File: config.mk
export PLATFORM = sky130hd
export DESIGN_NAME = uart
export DESIGN_NICKNAME = d
export VERILOG_FILES = /design/src/verilog/uart_pkg.sv /design/src/verilog/uart_baud_gen.sv /design/src/verilog/uart_rx.sv /design/src/verilog/uart_tx.sv /design/src/verilog/uart.sv
export SDC_FILE = /design/constraint.sdc
export NUM_CORES = 1
export LEC_CHECK = 0
export BUFFER_PORTS_ARGS = -buffer_cell sky130_fd_sc_hd__buf_2
export CORE_MARGIN = 3
export CORE_UTILIZATION = 50
export DETAILED_ROUTE_END_ITERATION = 6
export GPL_TIMING_DRIVEN = 1
export HOLD_SLACK_MARGIN = 0.06
export PLACE_DENSITY = 0.78
export SLEW_MARGIN = 20
export SYNTH_ARGS = -nofsm -noshare
export SYNTH_HDL_FRONTEND = slang
export SYNTH_SLANG_ARGS = --single-unit
File: constraint.sdc
create_clock -name clk -period 3.1 [get_ports clk]
set_input_delay 0.465 -clock clk [delete_from_list [all_inputs] [get_ports clk]]
set_output_delay 0.465 -clock clk [all_outputs]
set_load 0.01 [all_outputs]
File: src/verilog/uart_pkg.sv
`default_nettype none

package uart_pkg;

    // divider for the 16x baud tick, 50 MHz / (9600 * 16) - 1
    localparam int div_width = 11;

    typedef logic [div_width-1:0] div_t;

    localparam div_t baud_div = 11'd325;

    // oversampling
    typedef logic [4:0] ovs_t;

    localparam ovs_t ovs_rate        = 5'd16; // ticks per bit
    localparam ovs_t ovs_limit       = 5'd17; // no-edge end of a bit period
    localparam ovs_t sample_majority = 5'd8;  // high count must exceed this

    // frame
    localparam int data_bits = 8;

    typedef logic [data_bits-1:0] byte_t;
    typedef logic [3:0]           bitcnt_t;

    typedef enum logic [1:0] {
        tx_idle,
        tx_start_bit,
        tx_data,
        tx_stop_bit
    } tx_state_t;

    typedef enum logic [1:0] {
        rx_hunt,      // wait for start edge
        rx_frame,     // start bit plus data bits
        rx_wait_idle  // stop bit, line back high
    } rx_state_t;

endpackage

`default_nettype wire

File: src/verilog/uart_baud_gen.sv
`timescale 1ns/1ps
`default_nettype none

module uart_baud_gen (
    input  wire  clk,
    input  wire  rst_n,
    output logic baud_tick
);

    uart_pkg::div_t count;

    // free-running down-counter, reloads at zero
    always_ff @(posedge clk or negedge rst_n) begin
        if (!rst_n) begin
            count <= '0;
        end else if (count == '0) begin
            count <= uart_pkg::baud_div;
        end else begin
            count <= count - 1'b1;
        end
    end

    // first tick right out of reset
    assign baud_tick = (count == '0);

endmodule

`default_nettype wire

File: src/verilog/uart_rx.sv
`timescale 1ns/1ps
`default_nettype none

module uart_rx (
    input  wire                    clk,
    input  wire                    rst_n,
    input  wire                    baud_tick,
    input  wire                    rx,
    output uart_pkg::byte_t        data,
    output logic                   valid
);

    logic [1:0]          hist;
    logic                rise;
    logic                fall;
    logic                bit_end;
    logic                bit_val;
    uart_pkg::ovs_t      tick_cnt;
    uart_pkg::ovs_t      high_cnt;
    uart_pkg::bitcnt_t   bit_cnt;
    uart_pkg::byte_t     shreg;
    uart_pkg::rx_state_t state;

    // line history, also the input synchroniser
    always_ff @(posedge clk or negedge rst_n) begin
        if (!rst_n) begin
            hist <= 2'b11;
        end else begin
            hist <= {hist[0], rx};
        end
    end

    assign rise = (hist == 2'b01);
    assign fall = (hist == 2'b10);

    // any edge resyncs the bit period, otherwise it ends at the limit
    assign bit_end = rise || fall || (tick_cnt == uart_pkg::ovs_limit);
    assign bit_val = (high_cnt > uart_pkg::sample_majority);

    always_ff @(posedge clk or negedge rst_n) begin
        if (!rst_n) begin
            tick_cnt <= '0;
            high_cnt <= '0;
        end else if (bit_end) begin
            tick_cnt <= '0;
            high_cnt <= '0;
        end else if (baud_tick) begin
            tick_cnt <= tick_cnt + 1'b1;
            if (hist[0]) begin
                high_cnt <= high_cnt + 1'b1; // count high samples
            end
        end
    end

    // start bit goes in first and drops out the bottom
    always_ff @(posedge clk) begin
        if (state == uart_pkg::rx_frame && bit_end) begin
            shreg <= {bit_val, shreg[uart_pkg::data_bits-1:1]};
        end
    end

    always_ff @(posedge clk or negedge rst_n) begin
        if (!rst_n) begin
            state   <= uart_pkg::rx_hunt;
            bit_cnt <= '0;
            valid   <= 1'b0;
            data    <= '0;
        end else begin
            valid <= 1'b0;
            case (state)
                uart_pkg::rx_hunt: begin
                    if (fall) begin
                        state   <= uart_pkg::rx_frame;
                        bit_cnt <= '0;
                    end
                end
                uart_pkg::rx_frame: begin
                    if (bit_end) begin
                        // period 0 is the start bit, then data_bits more
                        if (bit_cnt == uart_pkg::bitcnt_t'(uart_pkg::data_bits)) begin
                            data  <= {bit_val, shreg[uart_pkg::data_bits-1:1]};
                            valid <= 1'b1;
                            state <= uart_pkg::rx_wait_idle;
                        end else begin
                            bit_cnt <= bit_cnt + 1'b1;
                        end
                    end
                end
                uart_pkg::rx_wait_idle: begin
                    if (hist[0]) begin
                        state <= uart_pkg::rx_hunt; // stop bit seen
                    end
                end
                default: begin
                    state <= uart_pkg::rx_hunt;
                end
            endcase
        end
    end

endmodule

`default_nettype wire

File: src/verilog/uart_tx.sv
`timescale 1ns/1ps
`default_nettype none

module uart_tx (
    input  wire                  clk,
    input  wire                  rst_n,
    input  wire                  baud_tick,
    input  wire uart_pkg::byte_t data,
    input  wire                  start,
    output logic                 line,
    output logic                 busy
);

    uart_pkg::tx_state_t state;
    uart_pkg::ovs_t      tick_cnt;
    uart_pkg::bitcnt_t   bit_cnt;
    uart_pkg::byte_t     shreg;
    logic                bit_done;
    logic                load;
    logic                shift;

    assign bit_done = baud_tick && (tick_cnt == uart_pkg::ovs_rate - 5'd1);
    assign load     = (state == uart_pkg::tx_idle) && start;
    assign shift    = bit_done && (state == uart_pkg::tx_start_bit ||
                                   state == uart_pkg::tx_data);

    assign busy = (state != uart_pkg::tx_idle);

    always_ff @(posedge clk) begin
        if (load) begin
            shreg <= data;
        end else if (shift) begin
            shreg <= shreg >> 1; // lsb first
        end
    end

    always_ff @(posedge clk or negedge rst_n) begin
        if (!rst_n) begin
            state    <= uart_pkg::tx_idle;
            tick_cnt <= '0;
            bit_cnt  <= '0;
            line     <= 1'b1;
        end else begin
            case (state)
                uart_pkg::tx_idle: begin
                    line <= 1'b1;
                    if (start) begin
                        state <= uart_pkg::tx_start_bit;
                    end
                end
                uart_pkg::tx_start_bit: begin
                    if (baud_tick && line) begin
                        line     <= 1'b0; // start bit on the first tick
                        tick_cnt <= '0;
                    end else if (bit_done) begin
                        line     <= shreg[0];
                        tick_cnt <= '0;
                        bit_cnt  <= '0;
                        state    <= uart_pkg::tx_data;
                    end else if (baud_tick) begin
                        tick_cnt <= tick_cnt + 1'b1;
                    end
                end
                uart_pkg::tx_data: begin
                    if (bit_done) begin
                        tick_cnt <= '0;
                        if (bit_cnt == uart_pkg::bitcnt_t'(uart_pkg::data_bits - 1)) begin
                            line  <= 1'b1;
                            state <= uart_pkg::tx_stop_bit;
                        end else begin
                            line    <= shreg[0];
                            bit_cnt <= bit_cnt + 1'b1;
                        end
                    end else if (baud_tick) begin
                        tick_cnt <= tick_cnt + 1'b1;
                    end
                end
                uart_pkg::tx_stop_bit: begin
                    if (bit_done) begin
                        tick_cnt <= '0;
                        state    <= uart_pkg::tx_idle; // busy drops here
                    end else if (baud_tick) begin
                        tick_cnt <= tick_cnt + 1'b1;
                    end
                end
                default: begin
                    state <= uart_pkg::tx_idle;
                end
            endcase
        end
    end

endmodule

`default_nettype wire

File: src/verilog/uart.sv
`timescale 1ns/1ps
`default_nettype none

module uart (
    input  wire                  clk,
    input  wire                  rst_n,
    input  wire                  rx,
    output wire                  tx,
    output wire uart_pkg::byte_t rx_data,
    output wire                  rx_valid,
    input  wire uart_pkg::byte_t tx_data,
    input  wire                  tx_start,
    output wire                  tx_busy
);

    wire baud_tick; // shared 16x tick

    uart_baud_gen i_baud (
        .clk       (clk),
        .rst_n     (rst_n),
        .baud_tick (baud_tick)
    );

    uart_rx i_rx (
        .clk       (clk),
        .rst_n     (rst_n),
        .baud_tick (baud_tick),
        .rx        (rx),
        .data      (rx_data),
        .valid     (rx_valid)
    );

    uart_tx i_tx (
        .clk       (clk),
        .rst_n     (rst_n),
        .baud_tick (baud_tick),
        .data      (tx_data),
        .start     (tx_start),
        .line      (tx),
        .busy      (tx_busy)
    );

endmodule

`default_nettype wire

# Word level (Yosys, flattened, before mapping)
# Index checks and enable logic that the tools add are counted.
# classes
n_addsub	6
n_mul	0
n_div	0
order_cmp	1
eq_ne	24
shifts	0
n_mux	41
n_bitwise	0
reduce_logical	27
# op_table
op	n
2-to-1 mux 5 bit	8
2-to-1 mux 4 bit	7
2-to-1 mux 2 bit	10
2-to-1 mux 8 bit	2
one-hot mux 4 bit (2 select lines)	2
adder 5 x 1 -> 5 bit, second input constant	3
nonzero test 2 bit	7
inequality test 2 x 1 -> 1 bit, second input constant	6
inequality test 2 bit, second input constant	6
logical NOT 11 bit	1
2-to-1 mux 11 bit	1
subtractor 11 x 1 -> 11 bit, second input constant	1
one-hot mux 5 bit (2 select lines)	1
adder 4 x 1 -> 4 bit, second input constant	2
== test 2 bit, second input constant	4
one-hot mux 2 bit (4 select lines)	1
AND reduction 4 bit	2
2-to-1 mux 1 bit	7
== test 2 x 1 -> 1 bit, second input constant	3
one-hot mux 2 bit (3 select lines)	1
AND reduction 3 bit	2
AND reduction 6 bit	1
== test 5 x 4 -> 1 bit, second input constant	1
== test 5 bit, second input constant	1
other kinds (12)	19
# totals
register_bits	66
latchBits	0
mem_bits_rw	0
rom_bits	0
in_bits	12
output_inout_bits	11
wordCells	113
memories	0

# Depth between registers and ports, before layout
# Gate-level depths: netlist of the first run.
# logic_depth
word_depth	5
depth_mapped	8
ltp_nobuf	8

# By module
# Synthesis of the first run repeated with hierarchy kept, for this count alone.
# unflattened
cells_unflattened	269
hier_area_um2	3225.6
# by_module_without_submodules
module	n_inst	cells_each	area_per_inst_um2	seq_area_each_um2
uart_rx	1	115	1536.5	888.4
uart_tx	1	104	1147.4	541.8
uart_baud_gen	1	50	541.8	275.3

# Worst setup path after synthesis of the first run
# No wires, ideal clock.
# synth_timing
path_type	register to register
from	register i_baud.count[0]
to	register i_tx.shreg[0], enable pin
arrival_ps	1890
t_required_ps	2716
path_slack_ps	826
path_stages_with_launch	6
period_less_slack_ps	2274
cell_sequence	dfrtp_1 > inv_1 > ha_1 > nor4b_4 > nand4_2 > o21ai_0
# synth_via
elab_chain_len	4
# synth_lines
item	line_no	source
from (decl)	uart_baud_gen.sv:10	uart_pkg::div_t count;
from (signal assigned)	uart_baud_gen.sv:17	count <= uart_pkg::baud_div;
from (signal assigned)	uart_baud_gen.sv:19	count <= count - 1'b1;
logical NOT 11 bit	uart_baud_gen.sv:24	assign baud_tick = (count == '0);
logical AND 1 bit	uart_tx.sv:22	assign bit_done = baud_tick && (tick_cnt == uart_pkg::ovs_rate - 5'd1);
logical AND 1 bit	uart_tx.sv:24	assign shift = bit_done && (state == uart_pkg::tx_start_bit ||
nonzero test 2 bit (no source line)	n/a	
to (signal assigned)	uart_tx.sv:31	shreg <= data;
to (signal assigned)	uart_tx.sv:33	shreg <= shreg >> 1;
to (decl)	uart_tx.sv:17	uart_pkg::byte_t shreg;
# Every way passes these cells.
# A chain may end at the register's enable or synchronous reset.

# Final worst setup path of the first run
# layout_timing
from	register i_tx.state[0]
to	register i_tx.bit_cnt[3]
# layout_via
elab_chain_len	3
word_cells_on_any_way	9
# layout_lines
item	line_no	source
from (decl)	uart_tx.sv:14	uart_pkg::tx_state_t state;
from (signal assigned)	uart_tx.sv:39	state <= uart_pkg::tx_idle;
from (signal assigned)	uart_tx.sv:48	state <= uart_pkg::tx_start_bit;
from (signal assigned)	uart_tx.sv:59	state <= uart_pkg::tx_data;
== test 2 x 1 -> 1 bit / == test 2 bit (equally long branches)	uart_tx.sv:44	case (state)
inequality test 2 x 1 -> 1 bit (no source line) (tied with other cells)	n/a	
AND reduction 5 bit (no source line)	n/a	
to (signal assigned)	uart_tx.sv:72	bit_cnt <= bit_cnt + 1'b1;
to (decl)	uart_tx.sv:16	uart_pkg::bitcnt_t bit_cnt;
# Parallel ways exist; a longest one is shown, timed or not.

==> impl_results.md, run 1 <==
- Status: finished, final reports clean
- Total Routing Usage GR: 16.7%
- Total wire length: 5310 µm
- Final period utilization: 73.0%
- Warnings from Yosys: 0
- Via density: 5.50
- CORE AREA: 0.00603 mm²
- CTS resizes: 0
- CP startpoint kind: flop
- Gp weighted congestion: 0.751
- Clock transition at the registers of the reported paths: 70 ps
- Final #Nets: 329
- Top delay family on crit path: simple AND/OR/NAND/NOR gates
- Max-slew headroom: 53.8%
- Total number of vias: 2094
- CTS Buf Count: 9
- WL met3: 213 µm
- Mapped Area: 0.00315 mm²
- Final slew viol count: 0
- Finished Core Util: 59.0%
- Main combinational cell family by area after synthesis: simple AND/OR/NAND/NOR gates
- Mux share of post-synthesis cell area: 7.26%
- Die width: 85.4 µm
- Kind of critical path: reg -> reg
- GR Overflow Total: 0
- Adder-Cell Fraction of Synth Area: 6.35%
- Critical Path AT: 2520 ps
- First-pass GRT wire length: 9570 µm
- Fin Clk Skew: 10.6 ps
- Initial Util: 52.3%
- Simple-Gate Fraction of Synth Area: 15.5%
- Hold Buf Count CTS: 0
- Layout cell share with drive strength beyond 1: 22.5%
- Fin. Hold Viols: 0
- Leakage: 1.52 nW
- DRC: 0
- Slew @ Worst Pin: 693 ps
- Wl on met1: 2360 µm
- Root Driver: clkbuf_8
- WL/cell: 13.9 µm
- Post-CTS Setup Bufs: 0
- Seq cells post-synth: 65
- Hold WC Path Type: in -> async
- Initial drt markers: 57
- CTS tree: done
- DR top layer: met4
- Worst setup EP type: flop
- Sequential fraction of the synthesis area: 54.1%
- P per Cell Area: 577 mW/mm²
- Max Cap Viol: 0
- RSZ-0062 raised after global routing: no
- Compound-cell area share of the yosys netlist: 10.5%
- Vias in the first global route: 2098
- CP bufs+invs: 1
- Number of synthesized flops with an enable pin: 15
- Initial antenna violation count: 0
- Total power: 2.05 mW
- Final hold slack: 137 ps
- I/O Pins: 23
- Peak supply drop: 0.419 mV
- Clock Latency Late Sink: 340 ps
- Worst path required time: 3350 ps
- Tmin final: 2260 ps
- Routed Antenna Nets: 0
- Htree depth: 3
- Crit-path max cell delay: 440 ps
- Count of final setup violators: 0
- I/O Buffers: 22
- Fmax: 442 MHz
- Slowest CP cell: or3_1
- Total die area: 0.00729 mm²
- Worst Setup Slack, final: 837 ps
- Post-synthesis xor/xnor area fraction: 2.78%
- Setup_tns: 0 ps
- Mean Syn Cell Area: 11.6 µm²
- Met2 routed WL: 2610 µm
- Clock Path Buffers: 2
- CTS sink count: 65
- Final HPWL DP: 3680 µm
- Yosys cell types: 52
- DP Worst Slack: 866 ps
- Ys flop type: dfrtp_1
- Worst path cell trace: inv_1, ha_1, nor2_1, or3_1, or4_1, o211ai_1
- Layout overhead on the synthesized area: 12.8%
- Max FO, Critical Path: 13
- Num rows: 28
- Die Y-Extent: 85.4 µm
- DRT Pass-1 Iters: 4
- Syn Inst Count: 271
- Syn_nets: 299
- FFs w/ async S/R, synth: 76.9%
- Largest net degree at the start of global routing: 51
- Antenna cells: 0
## final timing paths
path / cells after the start / from / end / slack, ps
min: 1 / rst_n / i_rx.bit_cnt[3] / 140
max reg2reg: 6 / i_tx.state[0] / i_tx.bit_cnt[3] / 840
min reg2reg: 0 / i_rx.hist[0] / i_rx.hist[1] / 400
min in group clk: 1 / rx / i_rx.hist[0] / 240
max in group asynchronous: 1 / rst_n / i_rx.tick_cnt[4] / 2550
max: 6 / i_tx.state[0] / i_tx.bit_cnt[3] / 840
## cell usage after synthesis (2+ instances only)
| library cell | n | area share, % |
|---|---|---|
| nor2_1 | 17 | 2.0 |
| xor2_1 | 7 | 1.9 |
| a21boi_0 | 2 | 0.48 |
| nand3b_1 | 3 | 0.71 |
| o21ai_0 | 17 | 2.7 |
| xnor2_1 | 3 | 0.83 |
| nor2b_1 | 2 | 0.40 |
| inv_1 | 24 | 2.9 |
| or4_1 | 3 | 0.71 |
| o22ai_1 | 3 | 0.60 |
| or3_1 | 5 | 0.99 |
| a21oi_1 | 11 | 1.7 |
| a211oi_1 | 3 | 0.71 |
| ha_1 | 16 | 6.3 |
| mux2i_1 | 6 | 1.9 |
| clkbuf_1 | 3 | 0.36 |
| mux2_2 | 15 | 5.4 |
| buf_2 | 2 | 0.32 |
| nand3_1 | 7 | 1.1 |
| dfrtp_1 | 47 | 37 |
| edfxtp_1 | 15 | 14 |
| nor3_1 | 2 | 0.32 |
| nand4_1 | 3 | 0.60 |
| o31ai_1 | 4 | 0.95 |
| nand2_1 | 17 | 2.0 |
| nand2b_1 | 6 | 1.2 |
| dfstp_2 | 3 | 2.5 |
## cell usage in the layout, fill, tap and decap left out, types with 10 or more instances in the layout
cell,netlist,layout
ha_1,16,16
a21oi_1,11,11
edfxtp_1,15,15
dfrtp_1,47,47
mux2_2,15,15
o21ai_0,17,17
buf_2,2,21
inv_1,24,24
nor2_1,17,17
clkbuf_8,0,10
nand2_1,17,17
## area by class of cell
class	count	area (µm²)
tap	75	93.8
clock inverter	6	66.3
fill	519	2470
timing repair buffer	24	128
inverter	24	90.1
multi-input combinational	177	1340
clock buffer	10	138
sequential	65	1710
## report_power, final
group	switching [mW]	total, mW	internal (mW)
sequential	0.0668	1.06	0.988
clock	0.334	0.730	0.396
combinational	0.141	0.269	0.128
total	0.541	2.05	1.51
## sequential cells by signal (all words and copies together) (netlist names)
register       count
i_rx.data          8
i_rx.high_cnt      5
i_tx.line          1
i_rx.bit_cnt       4
i_rx.valid         1
i_rx.shreg         7
i_tx.state         2
i_rx.hist          2
i_tx.shreg         8
i_tx.tick_cnt      5
i_tx.bit_cnt       4
i_rx.state         2
i_baud.count      11
i_rx.tick_cnt      5
## logic make-up (layout without fill, tap and decap cells)
kind of cell	after synthesis	in the layout
mux	21	21
compound gates	50	50
flops	65	65
buf+inv	29	64
xor+xnor	10	10
simple gates	80	80
fa+ha+maj	16	16
## per-stage QoR
| step | area, µm² | instances |
|---|---|---|
| 3_3_place_gp | 3350 | 365 |
| 6_report | 3560 | 381 |
| 4_1_cts | 3550 | 381 |
| 3_5_place_dp | 3350 | 365 |
| 5_1_grt | 3560 | 381 |
| 2_1_floorplan | 3150 | 271 |
## per-layer routing
metal,global-route usage [%],vias to the layer above
met5,0,-
met4,8.20,0
met3,5.63,15
met2,26.6,39
met1,20.4,1015
li1,-,1025
(Power assumes the default switching activity.)
==> inputs of run 2 (changes only) <==
ABC_AREA = 1   (was not set)
clock period = 2.2 ns   (was 3.1 ns; I/O delays follow)
==> run 2 against run 1 <==
Net effect:
- critical path type unchanged
- global-route usage about the same
- wire length up 2.8%
- combinational power increased to 3.5 times the previous value
==> impl_results.md, run 2 <==
- DRC: 0
- Fmax: 533 MHz
- Max FFs per register: 11
- Synth area leader: dfrtp_1
- CTS Buf Count: 9
- CP startpoint kind: flop
- Warnings from Yosys: 0
- Final #Nets: 410
- Total number of vias: 2317
- Die Y-Extent: 86.5 µm
- Max-slew headroom: 57.8%
- Total Routing Usage GR: 16.7%
- Yosys cell types: 33
- Clock Path Buffers: 2
- Hold WC Path Type: in -> async
- CTS tree: done
- Initial drt markers: 98
- Fin Clk Skew: 9.58 ps
- Area taken by flip-flops and latches: 0.00171 mm²
- Top reg by flops: i_baud.count
- I/O Buffers: 22
- CTS resizes: 0
- Largest cells by area after synthesis: dfrtp_1, edfxtp_1, nand2_1
- CTS sink count: 65
- Syn Inst Count: 348
- WL/cell: 11.8 µm
- Top cell type's share of synthesized area: 36.3%
- Multi-input gate area: 0.00136 mm²
- Final period utilization: 85.2%
- Vias in the first global route: 2302
- Number of synthesized flops with an enable pin: 15
- P per Cell Area: 954 mW/mm²
- FFs w/ async S/R, synth: 76.9%
- Root Driver: clkbuf_8
- Initial Util: 53.2%
- Via density: 5.02
- Max Cap Viol: 0
- RSZ-0062 raised after global routing: no
- Clock Latency Late Sink: 340 ps
- Gp weighted congestion: 0.831
- Sequential fraction of the synthesis area: 52.6%
- I/O Pins: 23
- DRT Pass-1 Iters: 4
- Post-CTS Setup Bufs: 0
- Total die area: 0.00749 mm²
- Fin. Hold Viols: 0
- Hold Buf Count CTS: 0
- Setup_tns: 0 ps
- Antenna cells: 0
- Commonest non-fill, non-tap cell in the layout: nand2_1
- Largest net degree at the start of global routing: 51
- Max FO, Critical Path: 10
- Sw Pwr: 1.17 mW
- Total wire length: 5450 µm
- Most frequent cell after synthesis: nand2_1
- Slew @ Worst Pin: 632 ps
- Htree depth: 3
- Gate power share: 27.4%
- Status: finished, final reports clean
- Mean Syn Cell Area: 9.32 µm²
- Final hold slack: 91.1 ps
- Critical Path AT: 2100 ps
- CORE AREA: 0.00610 mm²
- Final HPWL DP: 3890 µm
- Seq cells post-synth: 65
- First-pass GRT wire length: 9870 µm
- Fill cell count: 510
- Worst path required time: 2430 ps
- GR Overflow Total: 0
- Syn_nets: 376
- Initial antenna violation count: 0
- Most frequent cells in the layout: nand2_1, dfrtp_1, inv_1
- Final slew viol count: 0
- Ys flop type: dfrtp_1
- Mapped Area: 0.00324 mm²
- Int Pwr: 2.30 mW
- Tmin final: 1870 ps
- Switching Share: 33.7%
- Top Registers: i_baud.count x11, i_rx.data x8, i_tx.shreg x8
- Synth cell count leaders: nand2_1, dfrtp_1, inv_1
- Kind of critical path: reg -> reg
- Peak supply drop: 0.918 mV
- Flop pwr share: 46.5%
- Die width: 86.5 µm
- Num rows: 28
- Leakage: 1.85 nW
- Worst setup EP type: flop
- Clock transition at the registers of the reported paths: 70 ps
- Count of final setup violators: 0
- Layout cell share with drive strength beyond 1: 19.9%
- Power share of the clock group: 26.0%
- Routed Antenna Nets: 0
- Layout overhead on the synthesized area: 12.0%
[run 2: path summary, 6_finish.rpt]
check,from,end,slack [ps],depth (start not counted)
max in group asynchronous,rst_n,i_tx.state[1],1670,2
setup / recovery,i_rx.hist[0],i_rx.bit_cnt[2],330,10
setup reg to reg,i_rx.hist[0],i_rx.bit_cnt[2],330,10
hold / removal,rst_n,i_rx.data[1],90,2
hold reg to reg,i_rx.hist[0],i_rx.hist[1],380,0
min in group clk,rx,i_rx.hist[0],100,1
[run 2: routing by layer]
layer  part of all wire [%]  track usage (%)
met3                    3.5             5.70
met5                      0                0
met4                    1.1             4.39
met1                     46             20.4
met2                     50             28.4
[run 2: cell families (layout without fill, tap and decap cells)]
kind of cell	count (synthesis)	in the layout	synth area share (%)
AOI/OAI and AO/OA	33	33	5.56
xor gates and xnor gates	11	11	2.97
adders and majority gates	16	16	6.17
buffers and inverters	46	85	5.56
DFF	65	65	52.6
muxes	7	7	2.43
and+or+nand+nor	170	170	24.7
[run 2: worst max-delay path: stages (launching register included)]
cell and delay (ps):
dfstp_2 530, inv_1 60, ha_1 300, nand2_2 140, inv_2 120, nor2_4 220
nor2_2 70, nor2_2 150, inv_1 70, nand2_1 60, nand2_1 40
[run 2: cell type report]
class / count / area share [%]
sequential: 65 / 47.0
multi-input combinational: 237 / 37.4
inverter: 45 / 4.65
clock buffer: 10 / 3.79
timing repair buffer: 24 / 3.44
tap: 75 / 2.58
clock inverter: 6 / 1.21
[run 2: through the flow]
stage	power [mW]	worst slack [ps]	cells	utilization, %	area [µm²]
finish	3.46	325	462	59.6	3630
floorplan	2.32	154	348	-	3240
global placement	2.55	375	446	56.6	3450
CTS	3.51	303	462	59.6	3630
global route	3.75	62.5	462	59.6	3630
detailed placement	2.59	313	446	56.6	3450
[run 2: power by group through the flow]
stage	Clock, mW	Sequential [mW]	Combinational [mW]
floorplan	0	1.64	0.679
global placement	0	1.63	0.929
detailed placement	0	1.64	0.956
CTS	0.934	1.61	0.962
global route	0.987	1.64	1.12
finish	0.901	1.61	0.951
==> inputs of run 3 (changes only) <==
ABC_AREA = not set   (was 1)
SKIP_CTS_REPAIR_TIMING = 1   (was not set)
==> run 3 against run 2 <==
Net effect:
- sequential power decreased by 7%
- final area is 0.76% lower
- sequential share of layout area up 0.36 points
- combinational power fell by 59%
- utilization up 0.24 points
- clock power up 5.8%
- sequential cell count stayed put
- non-clock buffer count is 7 higher
- maximum frequency is 8.7% lower
- hold slack worse by 4.6 ps
- via count is 9.5% lower
==> impl_results.md, run 3 (synthesized netlist as in run 1, its figures left out) <==
- Worst setup EP type: flop
- I/O Buffers: 22
- Vias in the first global route: 2119
- Htree depth: 3
- Final slew viol count: 0
- RR Endpoint: i_rx.data[0]
- Gate power share: 13.7%
- Max FFs per register: 11
- Clock Path Buffers: 2
- Tmin final: 2050 ps
- Final #Nets: 336
- Hold WC Path Type: in -> reg
- Total wire length: 5200 µm
- Total Routing Usage GR: 15.9%
- CTS sink count: 65
- Clock transition at the registers of the reported paths: 70 ps
- Max FO, Critical Path: 10
- DRC: 0
- Fin. Hold Viols: 0
- Kind of critical path: reg -> reg
- Antenna cells: 0
- Total power: 2.84 mW
- Worst path cell trace: inv_1, ha_1, a2111oi_4, buf_4, mux2_2
- Final period utilization: 93.3%
- Gp weighted congestion: 0.802
- Layout cell share with drive strength beyond 1: 23.0%
- Routed Antenna Nets: 0
- Setup_tns: 0 ps
- Initial drt markers: 119
- Final HPWL DP: 3760 µm
- Root Driver: clkbuf_8
- Max Cap Viol: 0
- DP Worst Slack: 119 ps
- Num rows: 28
- Largest net degree at the start of global routing: 27
- Initial Util: 52.3%
- Count of final setup violators: 0
- Total die area: 0.00729 mm²
- DP Area: 0.00340 mm²
- Final hold slack: 86.4 ps
- Clock Latency Late Sink: 340 ps
- I/O Pins: 23
- Fin Clk Skew: 8.69 ps
- Flop pwr share: 52.7%
- CTS tree: done
- Worst r2r path cells: 5
- Layout overhead on the synthesized area: 14.3%
- WL/cell: 13.4 µm
- Area taken by flip-flops and latches: 0.00171 mm²
- R2R Setup Slk: 150 ps
- First-pass GRT wire length: 9270 µm
- Max-slew headroom: 59.3%
- Worst path depth: 5
- Worst r2r src: i_rx.hist[0]
- Most frequent cells in the layout: dfrtp_1, inv_1, buf_2
- Multi-input gate area: 0.00134 mm²
- Worst Setup SP: i_rx.hist[0]
- Initial antenna violation count: 0
- DRT Pass-1 Iters: 4
- Total number of vias: 2098
- Worst setup path end: i_rx.data[0]
- Top delay family on crit path: flip-flops
- Via density: 5.41
- Critical Path AT: 2280 ps
- Int Pwr: 2.10 mW
- GR Overflow Total: 0
- Finished Cell Area: 0.00360 mm²
- CTS Buf Count: 9
- Die Y-Extent: 85.4 µm
- Top Registers: i_baud.count x11, i_rx.data x8, i_tx.shreg x8
- Commonest non-fill, non-tap cell in the layout: dfrtp_1
- Peak supply drop: 0.631 mV
- Crit-path max cell delay: 590 ps
- Sw Pwr: 0.740 mW
- Status: finished, final reports clean
- Worst Setup Slack, final: 148 ps
- Worst path required time: 2420 ps
- P per Cell Area: 787 mW/mm²
- Slew @ Worst Pin: 610 ps
- CORE AREA: 0.00603 mm²
- Hold depth: 1
- Top reg by flops: i_baud.count
- Slowest CP cell: dfstp_2
- CP bufs+invs: 2
- Die width: 85.4 µm
- CP startpoint kind: flop
- Leakage: 1.54 nW
- Switching Share: 26.1%
- Fmax: 487 MHz
- Power share of the clock group: 33.6%
- RSZ-0062 raised after global routing: no
- Fill cell count: 506
run 3: cell count changes in the layout (fill, tap and decap cells not counted), moves of 4 or more:
cell,before,now
nor2_2,8,0
nand2_1,88,17
mux2i_1,0,6
nor2_1,30,17
a21oi_1,6,11
nand2_2,4,0
mux2_2,7,15
inv_1,42,24
nand2b_1,0,6
nor2_4,5,0
nand3_1,23,7
or3_1,0,5
buf_4,2,7
run 3: layer usage:
layer	vias to the layer above	GRT usage [%]	share of wire, %
met5	-	0	0
met4	0	6.62	1.5
met3	9	4.95	3.8
met2	30	26.0	48
met1	1021	19.5	47
li1	1038	-	-
run 3: worst min-delay path by stage:
| stage | startpoint | to | slack (ps) |
|---|---|---|---|
| floorplan | rst_n | i_baud.count[0] | 30 |
| global placement | rst_n | i_rx.bit_cnt[3] | 380 |
| detailed placement | rst_n | i_rx.bit_cnt[3] | 380 |
| CTS | rst_n | i_rx.data[6] | 10 |
| global route | rx | i_rx.hist[0] | 70 |
| finish | rx | i_rx.hist[0] | 90 |
run 3: power by group through the flow:
stage	registers (mW)	clock network, mW	logic [mW]
floorplan	1.52	0	0.214
global placement	1.51	0	0.372
detailed placement	1.51	0	0.390
CTS	1.49	0.980	0.397
global route	1.51	1.03	0.441
finish	1.49	0.953	0.390
run 3: worst register-to-register path, stage by stage (launching register included):
cell       delay [ps]
dfstp_2           590
inv_1              80
ha_1              380
a2111oi_4         320
buf_4             230
mux2_2            340
run 3: cell type report:
cell class / count / share of cell area, %
Multi-Input combinational cell: 177 / 37.1
Clock buffer: 10 / 3.54
Clock inverter: 6 / 1.63
Tap cell: 75 / 2.60
Sequential cell: 65 / 47.3
Inverter: 24 / 2.50
Timing Repair Buffer: 31 / 5.35
run 3: stage by stage:
step | instances | utilization, %
finish | 388 | 59.8
floorplan | 271 | -
CTS | 386 | 59.5
global placement | 370 | 56.4
global route | 388 | 59.8
detailed placement | 370 | 56.4
